File: src/mips_macros.svh
`ifndef MIPS_MACROS_SVH
`define MIPS_MACROS_SVH

// bit positions inside the one-hot alu op.
`define ALU_ADD  0
`define ALU_SUB  1
`define ALU_SLT  2
`define ALU_SLTU 3
`define ALU_SLL  4
`define ALU_SRL  5
`define ALU_SRA  6
`define ALU_LUI  7
`define ALU_AND  8
`define ALU_OR   9
`define ALU_XOR  10
`define ALU_NOR  11
`define ALU_OP_W 12

// register file geometry.
`define REG_ADDR_W 5
`define XLEN       32

`endif

File: src/mips_isa_pkg.sv
`include "mips_macros.svh"

package mips_isa_pkg;

    typedef enum logic [5:0] {
        OP_SPECIAL = 6'h00, OP_REGIMM = 6'h01, OP_J     = 6'h02, OP_JAL   = 6'h03,
        OP_BEQ     = 6'h04, OP_BNE    = 6'h05, OP_BLEZ  = 6'h06, OP_BGTZ  = 6'h07,
        OP_ADDI    = 6'h08, OP_ADDIU  = 6'h09, OP_SLTI  = 6'h0a, OP_SLTIU = 6'h0b,
        OP_ANDI    = 6'h0c, OP_ORI    = 6'h0d, OP_XORI  = 6'h0e, OP_LUI   = 6'h0f,
        OP_COP0    = 6'h10, OP_SPECIAL2 = 6'h1c,
        OP_LB      = 6'h20, OP_LH     = 6'h21, OP_LWL   = 6'h22, OP_LW    = 6'h23,
        OP_LBU     = 6'h24, OP_LHU    = 6'h25, OP_LWR   = 6'h26,
        OP_SB      = 6'h28, OP_SH     = 6'h29, OP_SWL   = 6'h2a, OP_SW    = 6'h2b,
        OP_SWR     = 6'h2e
    } opcode_t;

    typedef enum logic [5:0] {
        F_SLL   = 6'h00, F_SRL   = 6'h02, F_SRA    = 6'h03, F_SLLV  = 6'h04,
        F_SRLV  = 6'h06, F_SRAV  = 6'h07, F_JR     = 6'h08, F_JALR  = 6'h09,
        F_SYSCALL = 6'h0c, F_BREAK = 6'h0d,
        F_MFHI  = 6'h10, F_MTHI  = 6'h11, F_MFLO   = 6'h12, F_MTLO  = 6'h13,
        F_MULT  = 6'h18, F_MULTU = 6'h19, F_DIV    = 6'h1a, F_DIVU  = 6'h1b,
        F_ADD   = 6'h20, F_ADDU  = 6'h21, F_SUB    = 6'h22, F_SUBU  = 6'h23,
        F_AND   = 6'h24, F_OR    = 6'h25, F_XOR    = 6'h26, F_NOR   = 6'h27,
        F_SLT   = 6'h2a, F_SLTU  = 6'h2b
    } func_t;

    // regimm branches are told apart by rt.
    localparam logic [4:0] RT_BLTZ   = 5'h00;
    localparam logic [4:0] RT_BGEZ   = 5'h01;
    localparam logic [4:0] RT_BLTZAL = 5'h10;
    localparam logic [4:0] RT_BGEZAL = 5'h11;

    localparam logic [4:0] RS_MFC0 = 5'h00;
    localparam logic [4:0] RS_MTC0 = 5'h04;
    localparam logic [5:0] F2_MUL   = 6'h02; // special2 func.
    localparam logic [5:0] CO_TLBR  = 6'h01;
    localparam logic [5:0] CO_TLBWI = 6'h02;
    localparam logic [5:0] CO_TLBP  = 6'h08;
    localparam logic [5:0] CO_ERET  = 6'h18;

    typedef struct packed {
        opcode_t                op;
        logic [`REG_ADDR_W-1:0] rs;
        logic [`REG_ADDR_W-1:0] rt;
        logic [`REG_ADDR_W-1:0] rd;
        logic [4:0]             shamt;
        func_t                  func;
    } instr_t;

endpackage

File: src/mips_ctrl_pkg.sv
`include "mips_macros.svh"

package mips_ctrl_pkg;

    typedef struct packed {
        logic a_is_pc;
        logic a_is_rs_data;
        logic a_is_shamt;
        logic b_is_rt_data;
        logic b_is_imm;
        logic b_is_8;
    } alu_sel_t;

    typedef struct packed {
        logic alu;
        logic lo;
        logic hi;
        logic product;
    } result_sel_t;

    typedef struct packed {
        logic w;
        logic b;
        logic h;
        logic bu;
        logic hu;
        logic wl;
        logic wr;
        logic en;
        logic wen;
    } mem_ctrl_t;

    typedef struct packed {
        logic reg_write;
        logic addr_is_rd;
        logic addr_is_rt;
        logic addr_is_31;
        logic is_alu;
        logic is_mem;
    } wb_ctrl_t;

    typedef struct packed {
        logic mult;
        logic multu;
        logic div;
        logic divu;
        logic lo_wen;
        logic hi_wen;
    } muldiv_ctrl_t;

    typedef struct packed {
        logic syscall;
        logic reserved;
        logic brk;
        logic eret;
        logic tlbp;
        logic tlbwi;
        logic tlbr;
        logic mtc0;
        logic mfc0;
    } exc_ctrl_t;

    // one-hot redirect to fetch.
    typedef struct packed {
        logic next;
        logic branch_target;
        logic jal_target;
        logic jr_target;
    } pc_sel_t;

    typedef struct packed {
        logic [`ALU_OP_W-1:0] alu_op;
        alu_sel_t             alu_sel;
        logic                 imm_sign_ext;
        logic                 overflow_en;
        result_sel_t          result_sel;
        mem_ctrl_t            mem;
        wb_ctrl_t             wb;
        muldiv_ctrl_t         muldiv;
        exc_ctrl_t            exc;
    } id_ctrl_t;

    typedef struct packed {
        id_ctrl_t             ctrl;
        logic [`XLEN-1:0]     rs_data;
        logic [`XLEN-1:0]     rt_data;
        mips_isa_pkg::instr_t instr;
    } id_ex_t;

endpackage

File: src/pipe_reg.sv
`timescale 1ns/1ps

module pipe_reg #(
    parameter type payload_t = logic
) (
    input  logic     clk,
    input  logic     reset,
    input  logic     in_valid,
    input  payload_t in_data,
    output logic     out_valid,
    output payload_t out_data
);

    always_ff @(posedge clk) begin
        if (reset) begin
            out_valid <= 1'b0;
        end else begin
            out_valid <= in_valid;
        end
    end

    always_ff @(posedge clk) begin
        if (in_valid) begin
            out_data <= in_data; // idle cycles hold the last payload.
        end
    end

    a_valid_known: assert property (@(posedge clk) disable iff (reset) !$isunknown(out_valid))
        else $error("pipe_reg valid unknown after reset");

endmodule

File: src/mips_regfile.sv
`timescale 1ns/1ps
`include "mips_macros.svh"

module mips_regfile (
    input  logic                   clk,
    input  logic                   reset,
    input  logic [`REG_ADDR_W-1:0] rs_addr,
    input  logic [`REG_ADDR_W-1:0] rt_addr,
    input  logic                   wr_en,
    input  logic [`REG_ADDR_W-1:0] wr_addr,
    input  logic [`XLEN-1:0]       wr_data,
    output logic [`XLEN-1:0]       rs_data,
    output logic [`XLEN-1:0]       rt_data
);

    logic [`XLEN-1:0] regs [1:(1 << `REG_ADDR_W)-1]; // $zero is not stored.

    always_ff @(posedge clk) begin
        if (reset) begin
            for (int i = 1; i < (1 << `REG_ADDR_W); i++) begin
                regs[i] <= '0;
            end
        end else if (wr_en && (wr_addr != '0)) begin
            regs[wr_addr] <= wr_data;
        end
    end

    // no bypass of a same-cycle write.
    assign rs_data = (rs_addr == '0) ? '0 : regs[rs_addr];
    assign rt_data = (rt_addr == '0) ? '0 : regs[rt_addr];

    // a write is read back in the next cycle and $zero keeps reading zero.
    a_write_read_back: assert property (@(posedge clk) disable iff (reset)
        wr_en |=> (rs_addr != $past(wr_addr))
                  || (rs_data == (($past(wr_addr) == '0) ? '0 : $past(wr_data))))
        else $error("register file read back wrong data");

endmodule

File: src/branch_ctrl.sv
`timescale 1ns/1ps
`include "mips_macros.svh"

module branch_ctrl (
    input  logic                    en,
    input  mips_isa_pkg::opcode_t   op,
    input  logic [`REG_ADDR_W-1:0]  rt,
    input  logic [`XLEN-1:0]        rs_data,
    input  logic [`XLEN-1:0]        rt_data,
    output logic                    is_branch,
    output logic                    take,
    output logic                    link
);
    import mips_isa_pkg::*;

    logic regimm;
    logic is_beq, is_bne, is_blez, is_bgtz;
    logic is_bltz, is_bgez, is_bltzal, is_bgezal;
    logic rs_eq_rt, rs_neg, rs_zero;

    assign regimm    = op == OP_REGIMM;
    assign is_beq    = op == OP_BEQ;
    assign is_bne    = op == OP_BNE;
    assign is_blez   = op == OP_BLEZ;
    assign is_bgtz   = op == OP_BGTZ;
    assign is_bltz   = regimm & (rt == RT_BLTZ);
    assign is_bgez   = regimm & (rt == RT_BGEZ);
    assign is_bltzal = regimm & (rt == RT_BLTZAL);
    assign is_bgezal = regimm & (rt == RT_BGEZAL);

    assign rs_eq_rt = rs_data == rt_data;
    assign rs_neg   = rs_data[`XLEN-1]; // signed compare against zero.
    assign rs_zero  = rs_data == '0;

    assign is_branch = |{is_beq, is_bne, is_blez, is_bgtz,
                         is_bltz, is_bgez, is_bltzal, is_bgezal};
    assign take = en & ((is_beq & rs_eq_rt) | (is_bne & ~rs_eq_rt)
                      | (is_blez & (rs_neg | rs_zero))
                      | (is_bgtz & ~rs_neg & ~rs_zero)
                      | ((is_bltz | is_bltzal) & rs_neg)
                      | ((is_bgez | is_bgezal) & ~rs_neg));
    assign link = is_bltzal | is_bgezal; // links whether taken or not.

endmodule

File: src/decode_control.sv
`timescale 1ns/1ps
`include "mips_macros.svh"

module decode_control (
    input  logic                    valid,
    input  mips_isa_pkg::instr_t    instr,
    input  logic [`XLEN-1:0]        rs_data,
    input  logic [`XLEN-1:0]        rt_data,
    output mips_ctrl_pkg::id_ctrl_t ctrl,
    output mips_ctrl_pkg::pc_sel_t  pc_sel,
    output logic                    branch_or_jump
);
    import mips_isa_pkg::*;
    import mips_ctrl_pkg::*;

    opcode_t op;
    func_t   fn;
    logic    r_type, cop0, cop0_co, mfc0;
    logic    is_j, is_jal, is_jr, is_jalr, is_mul;
    logic    is_load, is_store, logic_imm, imm_arith, shift_const;
    logic    link, link_31, known_op;
    logic    br_is_branch, br_take, br_link;

    assign op          = instr.op;
    assign fn          = instr.func;
    assign r_type      = op == OP_SPECIAL;
    assign cop0        = op == OP_COP0;
    assign cop0_co     = cop0 & instr.rs[4]; // func selects the op in the co form.
    assign mfc0        = cop0 & (instr.rs == RS_MFC0);
    assign is_j        = op == OP_J;
    assign is_jal      = op == OP_JAL;
    assign is_jr       = r_type & (fn == F_JR);
    assign is_jalr     = r_type & (fn == F_JALR);
    assign is_mul      = (op == OP_SPECIAL2) & (fn == F2_MUL);
    assign is_load     = op inside {OP_LB, OP_LBU, OP_LH, OP_LHU, OP_LW, OP_LWL, OP_LWR};
    assign is_store    = op inside {OP_SB, OP_SH, OP_SW, OP_SWL, OP_SWR};
    assign logic_imm   = op inside {OP_ANDI, OP_ORI, OP_XORI};
    assign imm_arith   = logic_imm | (op inside {OP_ADDI, OP_ADDIU, OP_SLTI, OP_SLTIU, OP_LUI});
    assign shift_const = r_type & (fn inside {F_SLL, F_SRL, F_SRA});
    assign link_31     = is_jal | br_link;
    assign link        = link_31 | is_jalr;
    assign known_op    = |{r_type, br_is_branch, cop0, is_mul, is_load, is_store,
                           imm_arith, is_j, is_jal};

    branch_ctrl u_branch (
        .en        (valid),
        .op        (op),
        .rt        (instr.rt),
        .rs_data   (rs_data),
        .rt_data   (rt_data),
        .is_branch (br_is_branch),
        .take      (br_take),
        .link      (br_link)
    );

    always_comb begin
        ctrl = '0;
        ctrl.alu_op[`ALU_ADD]  = (r_type & (fn inside {F_ADD, F_ADDU}))
                               | (op inside {OP_ADDI, OP_ADDIU}) | is_load | is_store | link;
        ctrl.alu_op[`ALU_SUB]  = r_type & (fn inside {F_SUB, F_SUBU});
        ctrl.alu_op[`ALU_SLT]  = (r_type & (fn == F_SLT)) | (op == OP_SLTI);
        ctrl.alu_op[`ALU_SLTU] = (r_type & (fn == F_SLTU)) | (op == OP_SLTIU);
        ctrl.alu_op[`ALU_SLL]  = r_type & (fn inside {F_SLL, F_SLLV});
        ctrl.alu_op[`ALU_SRL]  = r_type & (fn inside {F_SRL, F_SRLV});
        ctrl.alu_op[`ALU_SRA]  = r_type & (fn inside {F_SRA, F_SRAV});
        ctrl.alu_op[`ALU_LUI]  = op == OP_LUI;
        ctrl.alu_op[`ALU_AND]  = (r_type & (fn == F_AND)) | (op == OP_ANDI);
        ctrl.alu_op[`ALU_OR]   = (r_type & (fn == F_OR)) | (op == OP_ORI);
        ctrl.alu_op[`ALU_XOR]  = (r_type & (fn == F_XOR)) | (op == OP_XORI);
        ctrl.alu_op[`ALU_NOR]  = r_type & (fn == F_NOR);

        ctrl.alu_sel.a_is_pc      = link;
        ctrl.alu_sel.a_is_shamt   = shift_const;
        ctrl.alu_sel.a_is_rs_data = ~link & ~shift_const;
        ctrl.alu_sel.b_is_rt_data = r_type;
        ctrl.alu_sel.b_is_imm     = is_load | is_store | imm_arith;
        ctrl.alu_sel.b_is_8       = link; // return address is pc + 8.
        ctrl.imm_sign_ext         = ~logic_imm;
        ctrl.overflow_en          = (r_type & (fn inside {F_ADD, F_SUB})) | (op == OP_ADDI);

        ctrl.result_sel.hi      = r_type & (fn == F_MFHI);
        ctrl.result_sel.lo      = r_type & (fn == F_MFLO);
        ctrl.result_sel.product = is_mul;
        ctrl.result_sel.alu     = ~(ctrl.result_sel.hi | ctrl.result_sel.lo | is_mul);

        ctrl.mem.w   = op inside {OP_LW, OP_LWL, OP_LWR, OP_SW};
        ctrl.mem.b   = op inside {OP_LB, OP_SB};
        ctrl.mem.h   = op inside {OP_LH, OP_SH};
        ctrl.mem.bu  = op == OP_LBU;
        ctrl.mem.hu  = op == OP_LHU;
        ctrl.mem.wl  = op inside {OP_LWL, OP_SWL};
        ctrl.mem.wr  = op inside {OP_LWR, OP_SWR};
        ctrl.mem.en  = is_load;
        ctrl.mem.wen = is_store;

        ctrl.wb.reg_write  = |{r_type, is_load, link, imm_arith, mfc0, is_mul};
        ctrl.wb.addr_is_rd = r_type | is_mul;
        ctrl.wb.addr_is_31 = link_31;
        ctrl.wb.addr_is_rt = ~link_31 & ~(r_type | is_mul);
        ctrl.wb.is_mem     = is_load;
        ctrl.wb.is_alu     = ~is_load;

        ctrl.muldiv.mult   = (r_type & (fn == F_MULT)) | is_mul;
        ctrl.muldiv.multu  = r_type & (fn == F_MULTU);
        ctrl.muldiv.div    = r_type & (fn == F_DIV);
        ctrl.muldiv.divu   = r_type & (fn == F_DIVU);
        ctrl.muldiv.lo_wen = r_type & (fn == F_MTLO);
        ctrl.muldiv.hi_wen = r_type & (fn == F_MTHI);

        ctrl.exc.syscall  = r_type & (fn == F_SYSCALL);
        ctrl.exc.brk      = r_type & (fn == F_BREAK);
        ctrl.exc.reserved = ~known_op;
        ctrl.exc.eret     = cop0_co & (fn == CO_ERET);
        ctrl.exc.tlbp     = cop0_co & (fn == CO_TLBP);
        ctrl.exc.tlbwi    = cop0_co & (fn == CO_TLBWI);
        ctrl.exc.tlbr     = cop0_co & (fn == CO_TLBR);
        ctrl.exc.mtc0     = cop0 & (instr.rs == RS_MTC0);
        ctrl.exc.mfc0     = mfc0;
    end

    // jumps over jr/jalr over a taken branch.
    always_comb begin
        pc_sel = '0;
        if (valid && (is_j || is_jal)) begin
            pc_sel.jal_target = 1'b1;
        end else if (valid && (is_jr || is_jalr)) begin
            pc_sel.jr_target = 1'b1;
        end else if (br_take) begin
            pc_sel.branch_target = 1'b1;
        end else begin
            pc_sel.next = 1'b1;
        end
    end

    assign branch_or_jump = valid & (br_is_branch | is_j | is_jal | is_jr | is_jalr);

    always_comb begin
        a_redirect_flagged: assert (pc_sel.next || branch_or_jump)
            else $error("pc_sel redirect without branch_or_jump");
        if (valid) begin
            a_alu_op_onehot0: assert ($onehot0(ctrl.alu_op)) else $error("alu_op overlap");
            a_wb_addr_onehot: assert ($onehot({ctrl.wb.addr_is_rd, ctrl.wb.addr_is_rt,
                                               ctrl.wb.addr_is_31}))
                else $error("writeback address select not one-hot");
        end
    end

endmodule

File: src/decode_stage.sv
`timescale 1ns/1ps
`include "mips_macros.svh"

module decode_stage (
    input  logic                    clk,
    input  logic                    reset,
    input  mips_isa_pkg::instr_t    instr,
    input  logic                    instr_valid,
    input  logic                    wb_en,
    input  logic [`REG_ADDR_W-1:0]  wb_addr,
    input  logic [`XLEN-1:0]        wb_data,
    output mips_ctrl_pkg::pc_sel_t  pc_sel,
    output logic                    branch_or_jump,
    output mips_ctrl_pkg::id_ex_t   id_ex,
    output logic                    id_ex_valid
);
    import mips_isa_pkg::*;
    import mips_ctrl_pkg::*;

    instr_t           if_id_instr;
    logic             if_id_valid;
    logic [`XLEN-1:0] rs_data;
    logic [`XLEN-1:0] rt_data;
    id_ctrl_t         id_ctrl;
    id_ex_t           id_ex_next;

    pipe_reg #(.payload_t(instr_t)) u_if_id (
        .clk       (clk),
        .reset     (reset),
        .in_valid  (instr_valid),
        .in_data   (instr),
        .out_valid (if_id_valid),
        .out_data  (if_id_instr)
    );

    mips_regfile u_regfile (
        .clk     (clk),
        .reset   (reset),
        .rs_addr (if_id_instr.rs),
        .rt_addr (if_id_instr.rt),
        .wr_en   (wb_en),
        .wr_addr (wb_addr),
        .wr_data (wb_data),
        .rs_data (rs_data),
        .rt_data (rt_data)
    );

    decode_control u_decode (
        .valid          (if_id_valid),
        .instr          (if_id_instr),
        .rs_data        (rs_data),
        .rt_data        (rt_data),
        .ctrl           (id_ctrl),
        .pc_sel         (pc_sel),
        .branch_or_jump (branch_or_jump)
    );

    assign id_ex_next = '{ctrl: id_ctrl, rs_data: rs_data, rt_data: rt_data, instr: if_id_instr};

    pipe_reg #(.payload_t(id_ex_t)) u_id_ex (
        .clk       (clk),
        .reset     (reset),
        .in_valid  (if_id_valid),
        .in_data   (id_ex_next),
        .out_valid (id_ex_valid),
        .out_data  (id_ex)
    );

endmodule

File: config.mk
export PLATFORM = sky130hd
export DESIGN_NAME = decode_stage
export DESIGN_NICKNAME = d
export VERILOG_FILES = /design/src/mips_isa_pkg.sv /design/src/mips_ctrl_pkg.sv /design/src/pipe_reg.sv /design/src/mips_regfile.sv /design/src/branch_ctrl.sv /design/src/decode_control.sv /design/src/decode_stage.sv
export VERILOG_INCLUDE_DIRS = /design/src
export SDC_FILE = /design/constraint.sdc
export NUM_CORES = 2
export LEC_CHECK = 0
export BUFFER_PORTS_ARGS = -buffer_cell sky130_fd_sc_hd__buf_2
export CORE_MARGIN = 10
export CORE_UTILIZATION = 45
export DETAILED_ROUTE_END_ITERATION = 12
export GPL_ROUTABILITY_DRIVEN = 0
export PLACE_DENSITY_LB_ADDON = 0.15
export SYNTH_ARGS = -nofsm -noshare
export SYNTH_HDL_FRONTEND = slang
export SYNTH_SLANG_ARGS = --single-unit
export TNS_END_PERCENT = 10
File: constraint.sdc
create_clock -name clk -period 13.8 [get_ports clk]
set_input_delay 0.69 -clock clk [delete_from_list [all_inputs] [get_ports clk]]
set_output_delay 0.69 -clock clk [all_outputs]
set_load 0.02 [all_outputs]
* Word level (Yosys, flattened, before mapping)
Memory sizes are Yosys's and may differ from the RTL's. A register that Yosys moved wholly into a read port is not among the register bits. Cells that the tools add are included.
Storage, ports and cells: memories kept 1, bits in writable memories 992, register bits after elaboration 182, word-level logic and storage cells 262
Memories:
- u_regfile.regs | depth 31, bits a word 32, rd ports 2, clocked after memory_dff 2, write ports 31, RTL line mips_regfile.sv:16 | logic [`XLEN-1:0] regs [1:(1 << `REG_ADDR_W)-1];
Operators by class: eq/ne operators 62, multiplexer cells 19, bitwise logic cells 91, reductions and logical operators 32
Operators by type and width (count):
- 6-bit == test (second input constant) | 22
- 32-bit two-way mux | 3
- 6-bit by 4-bit == test with 1-bit output (second input constant) | 12
- 6-bit by 5-bit == test with 1-bit output (second input constant) | 10
- 1-bit bitwise AND | 48
- 6-bit by 3-bit == test with 1-bit output (second input constant) | 7
- 32-bit == test | 1
- 32-bit logical NOT | 1
- 1-bit bitwise OR | 32
- 32-bit OR reduction | 1
- 6-bit by 2-bit == test with 1-bit output (second input constant) | 4
- 2-bit nonzero test | 11
- 16-bit OR reduction | 1
- 5-bit two-way mux | 3
- 5-bit nonzero test | 3
- 6-bit by 1-bit == test with 1-bit output (second input constant) | 2
- 6-bit logical NOT | 2
- 1-bit two-way mux | 11
- 1-bit inverter | 11
- 5-bit == test (second input constant) | 2
- 5-bit logical NOT | 2
- 8-bit OR reduction | 1
- 7-bit nonzero test | 1
- 3-bit nonzero test | 2
- 7 further kinds | 11

* Longest topological paths before layout
word-level depth 14, depth in mapped cells 16

* By module
Synthesis repeated with hierarchy kept, for this count alone.
Second synthesis, totals: cell total of the unflattened synthesis 4160, area, all modules 61481.5 um^2
Modules (own cells, without submodules):
- mips_regfile | cells each 3765, seq. area each 30749.5 um^2, area each 54631.1 um^2, instances 1
- pipe_reg (u_id_ex) | cells each 152, seq. area each 4524.3 um^2, area each 4538.1 um^2, instances 1
- pipe_reg (u_if_id) | cells each 34, seq. area each 980.9 um^2, area each 994.7 um^2, instances 1
- decode_control | cells each 139, seq. area each 0.0 um^2, area each 769.5 um^2, instances 1
- branch_ctrl | cells each 70, seq. area each 0.0 um^2, area each 548.0 um^2, instances 1

* Least setup slack after synthesis
OpenSTA, ideal clock, no wires.
kind reg2out, start point register u_if_id.out_valid, end point output pc_sel[3] in the netlist's numbering, arrival time 4.716 ns, buffers on the path 0, stages on the path, launching flop included 4, setup slack 8.394 ns, path through dfxtp_1 -> and4_1 -> nor2_1 -> and3_1
RTL lines:
- start, declared | RTL line pipe_reg.sv:10 | output logic out_valid,
- start signal, assigned | RTL line pipe_reg.sv:18 | out_valid <= in_valid;
- end, declared | RTL line decode_stage.sv:12 | output mips_ctrl_pkg::pc_sel_t pc_sel,

==> summary.md <==
| Metric | Value |
|---|---|
| Result of the run | `finished clean` |
| End point of the most critical hold path | `u_if_id.out_data[14]$_DFFE_PP_` |
| Area share of the leading cell type in the synthesized netlist | `58.51%` |
| Number of buffers on the longest clock path | `3` |
| Max Cap Violations | `0` |
| Number of sinks handled by clock tree synthesis | `1216` |
| Final hold violation count | `0` |
| Worst VDD drop | `0.1065 mV` |
| Share of final-layout standard cells stronger than drive strength 1 | `27.21%` |
| Number of hold buffers added after CTS | `0` |
| Pin count of the biggest net entering global routing | `132` |
| Clock tree from TritonCTS | `built` |
| Final instance area | `0.06891 sq mm` |
| Count of state elements after synthesis | `1216` |
| Setup Skew | `0.02484 ns` |
| GRT overflow | `0` |
| Slew of the pin with the lowest slew margin | `1.106 ns` |
| Critical path arrival | `7.77 ns` |
| Clock slew at reported path FFs | `0.06 ns` |
| Via count of the first global-routing pass | `38070` |
| Cell with the most instances after synthesis | `edfxtp_1` |
| Detailed placer's ending HPWL | `124.5 mm` |
| Sw Pwr | `0.002544 W` |
| Top area cells in the synthesized netlist | `edfxtp_1, mux4_2, and2_1, mux2i_1, clkbuf_1` |
| Clock share of power | `37.9%` |
| Growth of design area from synthesis to finish | `11.52%` |
| Leakage power | `23.92 nW` |
| Hold Path Class | `in -> reg` |
| DRC | `0` |
| Final setup violation count | `0` |
| Horizontal extent of the die | `390.6 um` |
| Most instantiated flip-flop cell in the synthesis netlist | `edfxtp_1` |
| Sequential Area | `0.03642 sq mm` |
| Initial antenna violation count | `26` |
| Detailed router's first-iteration violation count | `4753` |
| Post-route fraction of the period consumed by the critical path | `61.32%` |
| Syn avg cell area | `15.55 sq um` |
| Wire length reported by the detailed router | `212.6 mm` |
| Pwr/cell area | `137.3 mW/mm^2` |
| Async set-reset flop share out of synthesis | `0%` |
| Internal Dissipation | `0.006919 W` |
| Routed via count divided by cell count | `6.331` |
| Global Route Usage Sum | `27.56%` |
| Part of the power in registers | `46.9%` |
| Share of the yosys chip area belonging to registers | `58.90%` |
| FMAX | `118.2 MHz` |
| Cells after Synth | `3975` |
| Reg-to-reg slack, setup | `9.40 ns` |
| Final period demand of the worst path | `8.462 ns` |
| Yosys synthesis warning count | `0` |
| Post-Syn Area | `0.06179 sq mm` |
| Final setup TNS | `0 ns` |
| Cell count of the worst hold path | `1` |
| Area inside the core boundary | `0.1360 sq mm` |
| Number of buffers created by CTS | `139` |
| Total number of H-tree levels | `4` |
| Layout Nets | `4167` |
| Number of synthesized flops with an enable pin | `1204` |
| Number of pins exceeding their max-slew limit in the final report | `0` |
| Floorplan die area | `0.1525 sq mm` |
| Worst reg-to-reg path cell count | `7` |
| Worst flop-to-flop path endpoint | `u_id_ex.out_data[84]$_DFFE_PP_` |
| Ports | `229` |
| Vias post-DR | `37950` |
| Global-route wire length before repair | `296.8 mm` |
| Number of gates resized after CTS | `0` |
| Startpoint class of the critical path | `flip-flop` |
| Starting utilization of the core area | `45.45%` |
| Total placed instance area | `0.06456 sq mm` |
| Net switching share of the total power | `26.88%` |
| Clock Latency Late Sink | `0.78 ns` |
| Critical Setup Path Class | `reg -> out` |
| Cell at the root of the clock tree | `clkbuf_16` |
| Largest fanout on the critical path | `85` |
| Unrepaired setup endpoints after global routing | `false` |
| Most area-hungry cell type in the Yosys netlist | `edfxtp_1` |
| Number of port buffers | `228` |
| Data required time of the worst path | `13.11 ns` |
| Number of inserted filler cells in the final layout | `11180` |
| Die span in y | `390.6 um` |
| Source of the worst hold timing path | `instr[14]` |
| Logic pwr share | `15.2%` |
| Synth unique cells | `64` |
| Setup Buffers After CTS | `0` |
| Final routed wire length divided by cell count | `35.46 um` |
| Number of placement rows | `135` |
| Number of optimization iterations in the first detailed-route pass | `6` |
| Kind of capture point of the worst setup path | `primary output` |
| Top post-synthesis cells by count | `edfxtp_1, and2_1, mux4_2, clkbuf_1, mux2i_1` |
| Count of antenna-violating nets left after detailed routing | `0` |
| Worst max-slew margin expressed relative to the limit | `25.21%` |
| Multi-input logic area | `0.02369 sq mm` |
==> worst max-delay path by stage <==
stage                                       startpoint        end  slack [ns]  cells past startpoint
after floorplan           u_if_id.out_valid$_SDFF_PP0_  pc_sel[3]        8.39                      3
after global placement                       flip-flop  pc_sel[3]        6.57                     13
after detailed placement                     flip-flop  pc_sel[3]        6.60                     13
after CTS                                    flip-flop  pc_sel[3]        5.75                     13
after global routing                         flip-flop  pc_sel[3]        5.38                     13
final                                        flip-flop  pc_sel[3]        5.34                     13
==> cell families (layout without fill, tap and decap cells) <==
group                  after synthesis  after routing  share of synthesized area (%)
AO/OA/AOI/OAI                      221            221                          2.675
XOR/XNOR                            31             31                         0.4394
buffers and inverters              436            627                          3.408
flip-flops                        1216           1216                          58.90
multiplexers                       679            679                          21.41
other                                1             49                       0.006069
AND/OR/NAND/NOR                   1391           1391                          13.16
==> metal layers <==
metal	up-vias	wire (um)	track usage [%]
li1	15460	-	-
met1	19870	84250	37.53
met2	2237	95510	41.78
met3	378	23580	7.524
met4	6	9175	11.27
met5	-	35	0
==> final cells by class <==
cell class,count,area share (%)
Antenna cell,17,0.06173
Inverter,43,0.2378
Clock buffer,173,5.325
Timing Repair Buffer,340,2.985
Multi-Input combinational cell,2354,34.37
Sequential cell,1216,52.85
Clock inverter,71,0.9278
Tap cell,1781,3.234
==> registers in the layout, indices dropped and copies added, names as in the netlist, named ones only <==
name and count:
u_if_id.out_data 32, u_id_ex.out_data 148, u_regfile.regs 1024, u_if_id.out_valid 1, u_id_ex.out_valid 1
==> worst max-delay path, cell delays in order, from the launching register on <==
cell and delay (ns):
dfxtp_4 0.64, buf_4 0.66, buf_12 0.61, mux4_2 0.36, mux2i_1 0.10, a221oi_1 0.59
o21ai_1 0.35, xor2_1 0.97, o2111ai_1 0.59, nand4b_1 0.34, nor2_1 0.72, mux2i_1 0.37
and3_1 0.27, buf_2 0.19
==> per-stage QoR <==
step / util (%) / cells / setup WS [ns] / power [W] / hold slack (ns)
global placement: 47.48 / 5734 / 6.574 / 0.005914 / 0.4008
detailed placement: 47.48 / 5734 / 6.604 / 0.005921 / 0.4045
floorplan: - / 4006 / 8.394 / 0.005365 / 0.4003
finish: 50.68 / 5995 / 5.338 / 0.009462 / 0.09359
CTS: 50.65 / 5978 / 5.748 / 0.009481 / 0.04381
global route: 50.66 / 5981 / 5.376 / 0.009726 / 0.06540
==> power groups by stage <==
stage	registers [W]	clock network, W	logic (W)
2_1_floorplan	0.00448	0	0.000886
3_5_place_dp	0.00451	0	0.00142
3_3_place_gp	0.00450	0	0.00142
5_1_grt	0.00446	0.00378	0.00149
6_report	0.00443	0.00359	0.00144
4_1_cts	0.00443	0.00363	0.00142
==> cell usage in the layout (no fill, tap or decap), types with 32 or more instances in the layout <==
| master | netlist | routed |
|---|---|---|
| nor2_1 | 76 | 41 |
| nand2_1 | 144 | 144 |
| or2_2 | 35 | 35 |
| a22oi_1 | 63 | 63 |
| conb_1 | 1 | 32 |
| nand3_1 | 40 | 40 |
| edfxtp_1 | 1204 | 1204 |
| mux4_2 | 492 | 492 |
| clkbuf_16 | 0 | 142 |
| buf_2 | 73 | 228 |
| mux2i_1 | 147 | 147 |
| buf_4 | 32 | 106 |
| and2_1 | 996 | 996 |
| inv_1 | 41 | 41 |
Note: power is estimated with default switching activity, not from simulation.
